===== config.mk =====
export PLATFORM = sky130hd
export DESIGN_NAME = breakout_top
export DESIGN_NICKNAME = d
export VERILOG_FILES = /design/src/design/breakout_geom_pkg.sv /design/src/design/breakout_video_pkg.sv /design/src/design/ball_motion.sv /design/src/design/ball_sprite.sv /design/src/design/breakout_top.sv /design/src/design/field_state.sv /design/src/design/frame_sync.sv /design/src/design/paddle_ctrl.sv /design/src/design/pixel_renderer.sv
export SDC_FILE = /design/constraint.sdc
export NUM_CORES = 1
export LEC_CHECK = 0
export ABC_AREA = 1
export CORE_UTILIZATION = 45
export CTS_CLUSTER_DIAMETER = 100
export DETAILED_ROUTE_END_ITERATION = 8
export DONT_BUFFER_PORTS = 1
export PLACE_DENSITY_LB_ADDON = 0.15
export SETUP_SLACK_MARGIN = 0.3
export SYNTH_ARGS = -nofsm -noshare
export SYNTH_HDL_FRONTEND = slang
export SYNTH_HIERARCHICAL = 1
export SYNTH_SLANG_ARGS = --single-unit

===== constraint.sdc =====
create_clock -name clk -period 5.1 [get_ports clk]
set_input_delay 0 -clock clk [delete_from_list [all_inputs] [get_ports clk]]
set_output_delay 0 -clock clk [all_outputs]
set_load 0.01 [all_outputs]

===== src/design/breakout_geom_pkg.sv =====
package breakout_geom_pkg;

   typedef logic [9:0] coord_t;
   typedef logic signed [1:0] delta_t;
   typedef logic [17:0] brick_mask_t;
   typedef logic [1:0] miss_count_t;

   localparam delta_t step_pos = 2'sb01;
   localparam delta_t step_neg = 2'sb11;

   typedef struct packed {
      coord_t x;
      coord_t y;
      delta_t dx;
      delta_t dy;
   } ball_t;

   typedef struct packed {
      coord_t left;
   } paddle_t;

   localparam coord_t x_max = 10'd639;
   localparam coord_t y_max = 10'd479;
   localparam coord_t tick_x = 10'd0;
   localparam coord_t tick_y = 10'd481;

   localparam coord_t wall_l_outer = 10'd90;
   localparam coord_t wall_l_inner = 10'd95;
   localparam coord_t wall_r_inner = 10'd535;
   localparam coord_t wall_r_outer = 10'd540;
   localparam coord_t wall_top = 10'd100;
   localparam coord_t wall_bottom = 10'd105;
   localparam coord_t floor_y = y_max - 10'd2;

   localparam coord_t pad_top = 10'd450;
   localparam coord_t pad_bottom = 10'd454;
   localparam coord_t pad_len = 10'd60;
   localparam paddle_t pad_reset = '{left: 10'd95};

   localparam coord_t ball_size = 10'd8;
   localparam ball_t ball_reset = '{x: x_max >> 1, y: y_max >> 1, dx: step_pos, dy: step_pos};

   localparam int brick_lanes = 3;
   localparam int brick_cols = 6;
   localparam coord_t brick_left [brick_cols] = '{98, 175, 252, 329, 406, 483};
   localparam coord_t brick_right [brick_cols] = '{170, 247, 324, 401, 478, 532};
   // index 0 is the lowest lane on screen (lane 3)
   localparam coord_t lane_top [brick_lanes] = '{137, 122, 107};
   localparam coord_t lane_bottom [brick_lanes] = '{149, 134, 119};

   localparam miss_count_t miss_limit = 2'd3;
   localparam int marker_count = 3;
   localparam coord_t marker_left [marker_count] = '{520, 540, 560};
   localparam coord_t marker_right [marker_count] = '{530, 550, 570};
   localparam coord_t marker_top = 10'd50;
   localparam coord_t marker_bottom = 10'd65;

   localparam coord_t over_left = 10'd200;
   localparam coord_t over_right = 10'd440;
   localparam coord_t over_top = 10'd200;
   localparam coord_t over_bottom = 10'd385;

endpackage


===== src/design/breakout_video_pkg.sv =====
package breakout_video_pkg;

   typedef logic [11:0] rgb_t;

   localparam rgb_t wall_rgb = 12'hAAF;
   localparam rgb_t paddle_rgb = 12'hFFF;
   localparam rgb_t brick_rgb = 12'hFDF;
   localparam rgb_t ball_rgb = 12'h0F0;
   localparam rgb_t back_rgb = 12'h111;
   localparam rgb_t marker_rgb = 12'h00F;
   localparam rgb_t over_rgb = 12'hAA0;
   localparam rgb_t blank_rgb = 12'h000;

   // scan position one cycle behind the input
   typedef struct packed {
      breakout_geom_pkg::coord_t x;
      breakout_geom_pkg::coord_t y;
      logic video_on;
   } pixel_t;

endpackage


===== src/design/ball_motion.sv =====
module ball_motion (
   input  logic                       clk,
   input  logic                       reset,
   input  logic                       frame_tick,
   input  logic                       brick_hit,
   input  breakout_geom_pkg::paddle_t paddle,
   output breakout_geom_pkg::ball_t   ball,
   output logic                       floor_hit
);
   import breakout_geom_pkg::*;

   ball_t  ball_next;
   coord_t ball_right;
   coord_t ball_bottom;
   coord_t pad_right;
   logic   at_floor;
   logic   on_paddle;

   assign ball_right = ball.x + ball_size - 10'd1;
   assign ball_bottom = ball.y + ball_size - 10'd1;
   assign pad_right = paddle.left + pad_len - 10'd1;

   // floor only counts between the walls and while falling
   assign at_floor = (ball_bottom >= floor_y) && (ball.x >= wall_l_inner) &&
                     (ball_right < wall_r_inner) && (ball.dy == step_pos);
   assign on_paddle = (paddle.left <= ball_right) && (ball.x <= pad_right) &&
                      (ball_bottom >= pad_top);

   always_comb
   begin
      ball_next = ball;
      floor_hit = 1'b0;
      if (ball.y <= wall_bottom)
      begin
         ball_next.dy = step_pos;
      end
      else if (ball.x < wall_l_inner)
      begin
         ball_next.dx = step_pos;
      end
      else if (ball_right > wall_r_outer)
      begin
         ball_next.dx = step_neg;
      end
      else if (at_floor)
      begin
         ball_next.dy = step_neg;
         floor_hit = frame_tick;
      end
      else if (on_paddle)
      begin
         ball_next.dy = step_neg;
      end
      else if (brick_hit)
      begin
         ball_next.dy = step_pos;
      end
      // step with the new direction, sign extended
      ball_next.x = ball.x + {{8{ball_next.dx[1]}}, ball_next.dx};
      ball_next.y = ball.y + {{8{ball_next.dy[1]}}, ball_next.dy};
   end

   always_ff @(posedge clk or posedge reset)
   begin
      if (reset)
      begin
         ball <= ball_reset;
      end
      else if (frame_tick)
      begin
         ball <= ball_next;
      end
   end

endmodule


===== src/design/ball_sprite.sv =====
module ball_sprite (
   input  breakout_geom_pkg::ball_t  ball,
   input  breakout_geom_pkg::coord_t x,
   input  breakout_geom_pkg::coord_t y,
   output logic                      on
);
   import breakout_geom_pkg::*;

   coord_t     row_off;
   coord_t     col_off;
   logic       in_box;
   logic [7:0] row_bits;

   assign row_off = y - ball.y;
   assign col_off = x - ball.x;
   assign in_box = (x >= ball.x) && (col_off < ball_size) &&
                   (y >= ball.y) && (row_off < ball_size);

   // round shape, bit n is column offset n
   always_comb
   begin
      case (row_off[2:0])
         3'd0, 3'd7: row_bits = 8'h3C;
         3'd1, 3'd6: row_bits = 8'h7E;
         default:    row_bits = 8'hFF;
      endcase
   end

   assign on = in_box && row_bits[col_off[2:0]];

endmodule


===== src/design/breakout_top.sv =====
module breakout_top #(
   parameter int pad_step = 3
) (
   input  logic                      clk,
   input  logic                      reset,
   input  logic                      left,
   input  logic                      right,
   input  logic                      video_on,
   input  breakout_geom_pkg::coord_t x,
   input  breakout_geom_pkg::coord_t y,
   output breakout_video_pkg::rgb_t  rgb
);
   import breakout_geom_pkg::*;
   import breakout_video_pkg::*;

   pixel_t      pix;
   logic        frame_tick;
   paddle_t     paddle;
   ball_t       ball;
   logic        floor_hit;
   logic        brick_hit;
   brick_mask_t bricks;
   miss_count_t misses;

   frame_sync u_frame_sync (
      .clk        (clk),
      .reset      (reset),
      .video_on   (video_on),
      .x          (x),
      .y          (y),
      .pix        (pix),
      .frame_tick (frame_tick)
   );

   paddle_ctrl #(
      .pad_step (pad_step)
   ) u_paddle_ctrl (
      .clk        (clk),
      .reset      (reset),
      .frame_tick (frame_tick),
      .left       (left),
      .right      (right),
      .paddle     (paddle)
   );

   ball_motion u_ball_motion (
      .clk        (clk),
      .reset      (reset),
      .frame_tick (frame_tick),
      .brick_hit  (brick_hit),
      .paddle     (paddle),
      .ball       (ball),
      .floor_hit  (floor_hit)
   );

   field_state u_field_state (
      .clk        (clk),
      .reset      (reset),
      .frame_tick (frame_tick),
      .floor_hit  (floor_hit),
      .ball       (ball),
      .brick_hit  (brick_hit),
      .bricks     (bricks),
      .misses     (misses)
   );

   pixel_renderer u_pixel_renderer (
      .clk    (clk),
      .reset  (reset),
      .pix    (pix),
      .paddle (paddle),
      .ball   (ball),
      .bricks (bricks),
      .misses (misses),
      .rgb    (rgb)
   );

endmodule


===== src/design/field_state.sv =====
module field_state (
   input  logic                           clk,
   input  logic                           reset,
   input  logic                           frame_tick,
   input  logic                           floor_hit,
   input  breakout_geom_pkg::ball_t       ball,
   output logic                           brick_hit,
   output breakout_geom_pkg::brick_mask_t bricks,
   output breakout_geom_pkg::miss_count_t misses
);
   import breakout_geom_pkg::*;

   brick_mask_t hits;
   coord_t      ball_right;
   coord_t      ball_bottom;
   logic        game_over;

   assign ball_right = ball.x + ball_size - 10'd1;
   assign ball_bottom = ball.y + ball_size - 10'd1;
   assign game_over = (misses == miss_limit);

   // ball straddles the lane bottom row and sits strictly inside the column
   always_comb
   begin
      hits = '0;
      for (int lane = 0; lane < brick_lanes; lane++)
      begin
         for (int col = 0; col < brick_cols; col++)
         begin
            hits[lane * brick_cols + col] = bricks[lane * brick_cols + col] &&
                                            (ball.y < lane_bottom[lane]) &&
                                            (lane_bottom[lane] < ball_bottom) &&
                                            (brick_left[col] < ball.x) &&
                                            (ball_right < brick_right[col]);
         end
      end
   end

   assign brick_hit = frame_tick && (hits != '0);

   always_ff @(posedge clk or posedge reset)
   begin
      if (reset)
      begin
         bricks <= '1;
         misses <= '0;
      end
      else if (frame_tick)
      begin
         bricks <= bricks & ~hits;
         // saturate at game over
         if (floor_hit && !game_over)
         begin
            misses <= misses + 2'd1;
         end
      end
   end

endmodule


===== src/design/frame_sync.sv =====
module frame_sync (
   input  logic                       clk,
   input  logic                       reset,
   input  logic                       video_on,
   input  breakout_geom_pkg::coord_t  x,
   input  breakout_geom_pkg::coord_t  y,
   output breakout_video_pkg::pixel_t pix,
   output logic                       frame_tick
);
   import breakout_geom_pkg::*;
   import breakout_video_pkg::*;

   logic at_tick;
   logic held_tick;

   assign at_tick = (x == tick_x) && (y == tick_y);
   // previous position already at the tick, so a held position ticks only once
   assign held_tick = (pix.x == tick_x) && (pix.y == tick_y);

   always_ff @(posedge clk or posedge reset)
   begin
      if (reset)
      begin
         pix <= '0;
         frame_tick <= 1'b0;
      end
      else
      begin
         pix <= pixel_t'{x: x, y: y, video_on: video_on};
         frame_tick <= at_tick && !held_tick;
      end
   end

endmodule


===== src/design/paddle_ctrl.sv =====
module paddle_ctrl #(
   parameter int pad_step = 3
) (
   input  logic                       clk,
   input  logic                       reset,
   input  logic                       frame_tick,
   input  logic                       left,
   input  logic                       right,
   output breakout_geom_pkg::paddle_t paddle
);
   import breakout_geom_pkg::*;

   coord_t step;
   coord_t pad_right;
   logic   move_right;
   logic   move_left;

   assign step = coord_t'(pad_step);
   assign pad_right = paddle.left + pad_len - 10'd1;

   // one button alone, and only while the end has not passed the wall edge
   assign move_right = right && !left && (pad_right <= wall_r_inner);
   assign move_left = left && !right && (paddle.left >= wall_l_inner);

   always_ff @(posedge clk or posedge reset)
   begin
      if (reset)
      begin
         paddle <= pad_reset;
      end
      else if (frame_tick)
      begin
         if (move_right)
         begin
            paddle.left <= paddle.left + step;
         end
         else if (move_left)
         begin
            paddle.left <= paddle.left - step;
         end
      end
   end

endmodule


===== src/design/pixel_renderer.sv =====
module pixel_renderer (
   input  logic                           clk,
   input  logic                           reset,
   input  breakout_video_pkg::pixel_t     pix,
   input  breakout_geom_pkg::paddle_t     paddle,
   input  breakout_geom_pkg::ball_t       ball,
   input  breakout_geom_pkg::brick_mask_t bricks,
   input  breakout_geom_pkg::miss_count_t misses,
   output breakout_video_pkg::rgb_t       rgb
);
   import breakout_geom_pkg::*;
   import breakout_video_pkg::*;

   coord_t pad_right;
   logic   game_over;
   logic   over_on;
   logic   wall_on;
   logic   pad_on;
   logic   ball_on;
   logic   brick_on;
   logic   marker_on;
   rgb_t   colour;

   ball_sprite u_ball_sprite (
      .ball (ball),
      .x    (pix.x),
      .y    (pix.y),
      .on   (ball_on)
   );

   assign pad_right = paddle.left + pad_len - 10'd1;
   assign game_over = (misses == miss_limit);

   assign over_on = (pix.x >= over_left) && (pix.x <= over_right) &&
                    (pix.y >= over_top) && (pix.y <= over_bottom);

   // side walls run to the bottom of the screen
   assign wall_on = ((pix.x >= wall_l_outer) && (pix.x <= wall_l_inner) && (pix.y >= wall_top)) ||
                    ((pix.x >= wall_r_inner) && (pix.x <= wall_r_outer) && (pix.y >= wall_top)) ||
                    ((pix.y >= wall_top) && (pix.y <= wall_bottom) &&
                     (pix.x >= wall_l_outer) && (pix.x <= wall_r_outer));

   assign pad_on = (pix.y >= pad_top) && (pix.y <= pad_bottom) &&
                   (pix.x >= paddle.left) && (pix.x <= pad_right);

   always_comb
   begin
      brick_on = 1'b0;
      for (int lane = 0; lane < brick_lanes; lane++)
      begin
         for (int col = 0; col < brick_cols; col++)
         begin
            if (bricks[lane * brick_cols + col] &&
                (pix.x >= brick_left[col]) && (pix.x <= brick_right[col]) &&
                (pix.y >= lane_top[lane]) && (pix.y <= lane_bottom[lane]))
            begin
               brick_on = 1'b1;
            end
         end
      end
   end

   // marker k stays lit until the miss count passes k
   always_comb
   begin
      marker_on = 1'b0;
      for (int k = 0; k < marker_count; k++)
      begin
         if ((misses <= miss_count_t'(k)) &&
             (pix.x >= marker_left[k]) && (pix.x <= marker_right[k]) &&
             (pix.y >= marker_top) && (pix.y <= marker_bottom))
         begin
            marker_on = 1'b1;
         end
      end
   end

   always_comb
   begin
      if (!pix.video_on)
         colour = blank_rgb;
      else if (game_over)
         colour = over_on ? over_rgb : blank_rgb;
      else if (wall_on)
         colour = wall_rgb;
      else if (pad_on)
         colour = paddle_rgb;
      else if (ball_on)
         colour = ball_rgb;
      else if (brick_on)
         colour = brick_rgb;
      else if (marker_on)
         colour = marker_rgb;
      else
         colour = back_rgb;
   end

   always_ff @(posedge clk or posedge reset)
   begin
      if (reset)
      begin
         rgb <= blank_rgb;
      end
      else
      begin
         rgb <= colour;
      end
   end

endmodule


Yosys cells after proc, flatten, opt, wreduce, memory -nomap -nowiden
Index checks and enable logic that the tools add are counted.
{"block": "op_classes", "n_addsub": 13, "order_cmp": 77, "n_eq_ne": 7, "n_mux": 47, "bitwise": 2, "n_reduce_logical": 202}
{"op": "1-bit logical AND", "n": 187}
{"op": "12-bit 2-to-1 mux", "n": 7}
{"op": "10-bit by 7-bit >= comparator with 1-bit output (second input constant)", "n": 7}
{"op": "10-bit by 9-bit >= comparator with 1-bit output (second input constant)", "n": 6}
{"op": "10-bit less-or-equal comparator (second input constant)", "n": 6}
{"op": "10-bit by 9-bit less-or-equal comparator with 1-bit output (second input constant)", "n": 6}
{"op": "10-bit by 8-bit >= comparator with 1-bit output (second input constant)", "n": 5}
{"op": "10-bit by 7-bit less-or-equal comparator with 1-bit output (second input constant)", "n": 5}
{"op": "10-bit >= comparator (second input constant)", "n": 4}
{"op": "10-bit by 8-bit less-or-equal comparator with 1-bit output (second input constant)", "n": 4}
{"op": "10-bit by 8-bit less-than comparator with 1-bit output (second input constant)", "n": 4}
{"op": "8-bit by 10-bit less-than comparator with 1-bit output (first input constant)", "n": 4}
{"op": "10-bit >= comparator", "n": 3}
{"op": "10-bit less-or-equal comparator", "n": 3}
{"op": "10-bit by 9-bit less-than comparator with 1-bit output (second input constant)", "n": 3}
{"op": "9-bit by 10-bit less-than comparator with 1-bit output (first input constant)", "n": 3}
{"op": "10-bit by 1-bit subtractor with 10-bit output (second input constant)", "n": 3}
{"op": "1-bit 2-to-1 mux", "n": 26}
{"op": "10-bit adder", "n": 2}
{"op": "10-bit by 4-bit adder with 10-bit output (second input constant)", "n": 2}
{"op": "10-bit by 9-bit equality test with 1-bit output (second input constant)", "n": 2}
{"op": "10-bit logical NOT", "n": 2}
{"op": "10-bit less-than comparator (second input constant)", "n": 2}
{"op": "10-bit by 4-bit less-than comparator with 1-bit output (second input constant)", "n": 2}
{"op": "other kinds (29)", "n": 50}
{"block": "totals", "ff_bits": 88, "out_inout_bits": 12, "wordCells": 360}

Logic depth before layout (Yosys ltp)
{"block": "depth", "word_depth": 29, "mapped_depth": 34}

By module
The synthesis kept the hierarchy.
{"module": "ball_motion", "n_inst": 1, "cells_each": 461, "area_each_um2": 3029.2, "seq_area_each_um2": 620.6}
{"module": "field_state", "n_inst": 1, "cells_each": 380, "area_each_um2": 2296.0, "seq_area_each_um2": 523.0}
{"module": "pixel_renderer", "n_inst": 1, "cells_each": 416, "area_each_um2": 2233.4, "seq_area_each_um2": 225.2}
{"module": "ball_sprite", "n_inst": 1, "cells_each": 237, "area_each_um2": 1209.9, "seq_area_each_um2": 0.0}
{"module": "paddle_ctrl", "n_inst": 1, "cells_each": 137, "area_each_um2": 962.2, "seq_area_each_um2": 257.7}
{"module": "frame_sync", "n_inst": 1, "cells_each": 67, "area_each_um2": 740.7, "seq_area_each_um2": 550.5}

Worst setup path before layout
OpenSTA, ideal clock, no wires.
{"block": "synth_path", "kind": "register to register", "start": "register, netlist name u_paddle_ctrl/paddle[0]", "end": "register, netlist name u_ball_motion/ball[12]", "setup_time_ns": 0.083, "arrival_ns": 4.199, "t_required_ns": 5.017, "setup_slack_ns": 0.819, "stages_incl_launch_ff": 31, "n_path_buf": 0, "path_cell_list": "dfstp_2 inv_1 ha_1 or2_2 nand3_1 nand3_1 xnor2_1 inv_1 ha_1 nand2_1 nor2_1 o211ai_1 nand3_1 nand2_1 nand2_1 inv_1 nand2_1 nor3b_1 a22oi_1 ha_1 fa_1 nand3_1 nand3_1 nand2_1 nand2_1 a21oi_1 nor2_1 o21ai_0 nand2_1 xor2_1 o21ai_0"}

==> qor.yml <==
finish:
  mostFrequentLayoutCells: "nand2_1 (479), inv_1 (257), nor2_1 (185)"
  drive_gt1_share_pct: 12.96
  antennaDiodeCount: 0
  fin_area_um2: 11700
  nets: 1881
  postLayoutCoreUtil_pct: 51.52
  final_common_cell: "nand2_1"
  instances_no_fill: 2037
  area_growth_pct: 11.72
synth:
  seq_area_frac_synth_pct: 20.79
  synth-main-ff-cell: "dfrtp_1"
  synth_seq_cells: 85
  async_flop_share_pct: 100.0
  yosysWarnings: 6
  avgSynthCellArea_um2: 6.167
  synth_nets: 1832
  syn_inst: 1698
  synth_cell_types: 55
  synth_area_um2: 10470
  synth_edf_count: 0
clock_network:
  cts_tree: "done"
  htree_num_levels: 3
  cts_sinks: 85
  cts_buffer_depth: 2
  worstSkewPairLatency_ns: 0.35
  cts-root-buf: "clkbuf_16"
  cts_buffers: 9
  clk_pin_slew_worst_paths_ns: 0.07
timing:
  hold_violations: 0
  fin_crit_sh_pct: 89.01
  worst_pin_slew_ns: 0.9680
  fin_worst_skew_ns: 0.006377
  max_freq_mhz: 220.3
  relSlewSlack_pct: 35.39
  fin_setup_tns_ns: 0
  worst_slack_ns: 0.5606
  final_max_slew_viol_count: 0
  fin_crit_ns: 4.539
  setup_violations: 0
  rsz0062_at_grt: "false"
power_and_ir_drop:
  leakagePower_nw: 5.942
  vdd_drop_max_mv: 0.1174
  power_density_nw_per_um2: 140.4
route:
  viasPerCell: 5.349
  first_pass_iters: 6
  drc: 0
  wirelength_um: 30640
  wl_per_cell_um: 15.04
  drtIter0Drc: 717
  num_vias: 10900
  ant_nets: 0
global_route:
  grt.total_usage_pct: 26.08
  grt_pass1_wl_um: 49810
  grt_pass1_vias: 10160
  antenna_found_initial: 0
  grt_max_degree: 33
  grt-ovfl-total: 0
worst_setup_path:
  crit_slowest_cell: "dfstp_2"
  arrival_ns: 4.83
  start_kind: "register"
  worstSetupPathType: "register to register"
  end_kind: "register"
  cp_max_fo: 6
  r2r_end: "u_ball_motion/ball[13]$_DFFE_PP0P_"
  critPathMaxStageDelay_ns: 0.56
  r2r-start: "u_ball_motion/ball[15]$_DFFE_PP1P_"
  r2r.worst_path.cells: 33
  rrSetupSlack_ns: 0.56
  cp_data_required_time_ns: 5.39
  cp_common_cell: "nand2_1"
die:
  fp.dieH_um: 154.5
  die_w_um: 154.5
  die-area_um2: 23880
  fp-row-count: 55
  ios: 37
  start_util_pct: 46.11
  coreArea_um2: 22710
worst_hold_path:
  min_path_cells: 5
  hold_start: "x[4]"
  hp-class: "input port to register"
  hold_path_end: "u_frame_sync/frame_tick$_DFF_PP0_"
placed_design:
  hpwlAfterDp_um: 23520
  port_buffers: 0
  dpl_cell_area_um2: 10760
  place_congestion: 0.9397
  pre_cts_ws_ns: 0.2881
  placedCellCount: 1971
outcome:
  outcome: "finished clean"
job:
  drv_cap: 0
## cells by family after synthesis
group           count (synthesis)  synth area share, %
compound gates                201                11.26
simple gates                  973                40.77
buf+inv                       299                11.18
mux                             1               0.1075
fa+ha+maj                     109                13.38
xor+xnor                       30                2.509
flops                          85                20.79
## what timing repair did
| action | 4_1_cts | 5_1_grt |
|---|---|---|
| pin swaps | 0 | 14 |
| hold buffers | 22 | 0 |
| buffers inserted | 3 | 25 |
| setup endpoints to repair | 1 | 5 |
| gates resized for setup | 1 | 53 |
| hold endpoints to repair | 73 | 0 |
## per-layer routing
metal / global-route usage, % / part of all wire [%] / wire length [µm] / vias up
met5: 0 / 0 / 0 / -
met4: 9.712 / 3.2 / 990 / 0
met3: 3.951 / 4.9 / 1506 / 69
met2: 43.93 / 46 / 14230 / 271
met1: 33.61 / 45 / 13910 / 5002
li1: - / - / - / 5553
## worst max-delay path, delay by kind of cell (launching register included)
family | cells | cell delay [ns]
fa+ha+maj | 2 | 0.50
buf+inv | 6 | 0.73
simple gates | 22 | 2.32
flops | 1 | 0.56
compound gates | 3 | 0.34
## area by class of cell
| cell class | count | area (µm²) |
|---|---|---|
| Clock buffer | 9 | 225.2 |
| Inverter | 280 | 1064 |
| Timing Repair Buffer | 57 | 483.0 |
| Clock inverter | 7 | 77.57 |
| Fill cell | 2376 | 11010 |
| Multi-Input combinational cell | 1314 | 7301 |
| Tap cell | 285 | 356.6 |
| Sequential cell | 85 | 2192 |
## worst max path at each step
stage                                        start                            endpoint  slack, ns  cells after the start
2_1_floorplan  u_paddle_ctrl/paddle[0]$_DFFE_PP1P_  u_ball_motion/ball[12]$_DFFE_PP0P_       0.82                     30
3_3_place_gp    u_ball_motion/ball[15]$_DFFE_PP1P_  u_ball_motion/ball[12]$_DFFE_PP0P_       0.32                     31
3_5_place_dp    u_ball_motion/ball[15]$_DFFE_PP1P_  u_ball_motion/ball[12]$_DFFE_PP0P_       0.29                     31
4_1_cts        u_paddle_ctrl/paddle[0]$_DFFE_PP1P_  u_ball_motion/ball[12]$_DFFE_PP0P_       0.36                     30
5_1_grt         u_ball_motion/ball[15]$_DFFE_PP1P_  u_ball_motion/ball[11]$_DFFE_PP1P_       0.22                     32
6_report        u_ball_motion/ball[15]$_DFFE_PP1P_  u_ball_motion/ball[13]$_DFFE_PP0P_       0.56                     33
## Yosys cell counts, types with 2 or more instances
cell,n,area [µm²]
nor2_2,17,106.4
nand4_1,36,225.2
nor4_1,6,37.54
o211ai_1,8,60.06
clkinv_1,3,11.26
nand2_2,34,212.7
o21ai_0,52,260.3
a21oi_1,78,390.4
ha_1,104,1301
buf_2,6,30.03
nand3_2,5,50.05
o31ai_1,3,22.52
inv_2,14,52.55
nor3b_1,2,15.01
o21ai_1,5,25.02
fa_1,5,100.1
xnor2_1,8,70.07
clkbuf_1,5,18.77
or2_2,4,25.02
inv_1,261,979.7
xor2_1,22,192.7
a21boi_0,5,37.54
a31oi_1,12,75.07
nand2_4,4,45.04
o21bai_1,5,37.54
and2_1,2,12.51
nor2_1,193,724.4
dfstp_2,40,1051
nand3b_1,8,60.06
o22ai_1,4,25.02
nor2_4,3,33.78
o31a_1,2,17.52
buf_6,2,22.52
nand2_1,484,1817
dfrtp_1,45,1126
nor3_1,21,105.1
o21a_1,13,97.59
buf_4,6,45.04
o21ai_2,7,61.31
nand3_1,149,745.7
## state kept, by name, indices dropped and copies added (netlist names)
register,count
u_ball_motion/ball,24
u_frame_sync/pix,21
u_field_state/bricks,18
u_paddle_ctrl/paddle,10
u_pixel_renderer/rgb,9
u_field_state/misses,2
u_frame_sync/frame_tick,1
## power by group
part           leakage [nW]  total [mW]  switching [mW]  internal [mW]
Combinational          4.80       0.217           0.140         0.0775
Clock                 0.153       0.701           0.313          0.387
Sequential            0.988       0.725          0.0374          0.688
Total                  5.94        1.64           0.490           1.15
## through the flow
step,total power [mW],hold slack (ns)
2_1_floorplan,0.8854,-0.1721
3_3_place_gp,0.9339,-0.1479
3_5_place_dp,0.9347,-0.1500
4_1_cts,1.662,0.002788
5_1_grt,1.723,0.02876
6_report,1.643,0.006830
No activity file was read; power rests on OpenSTA's default activity.
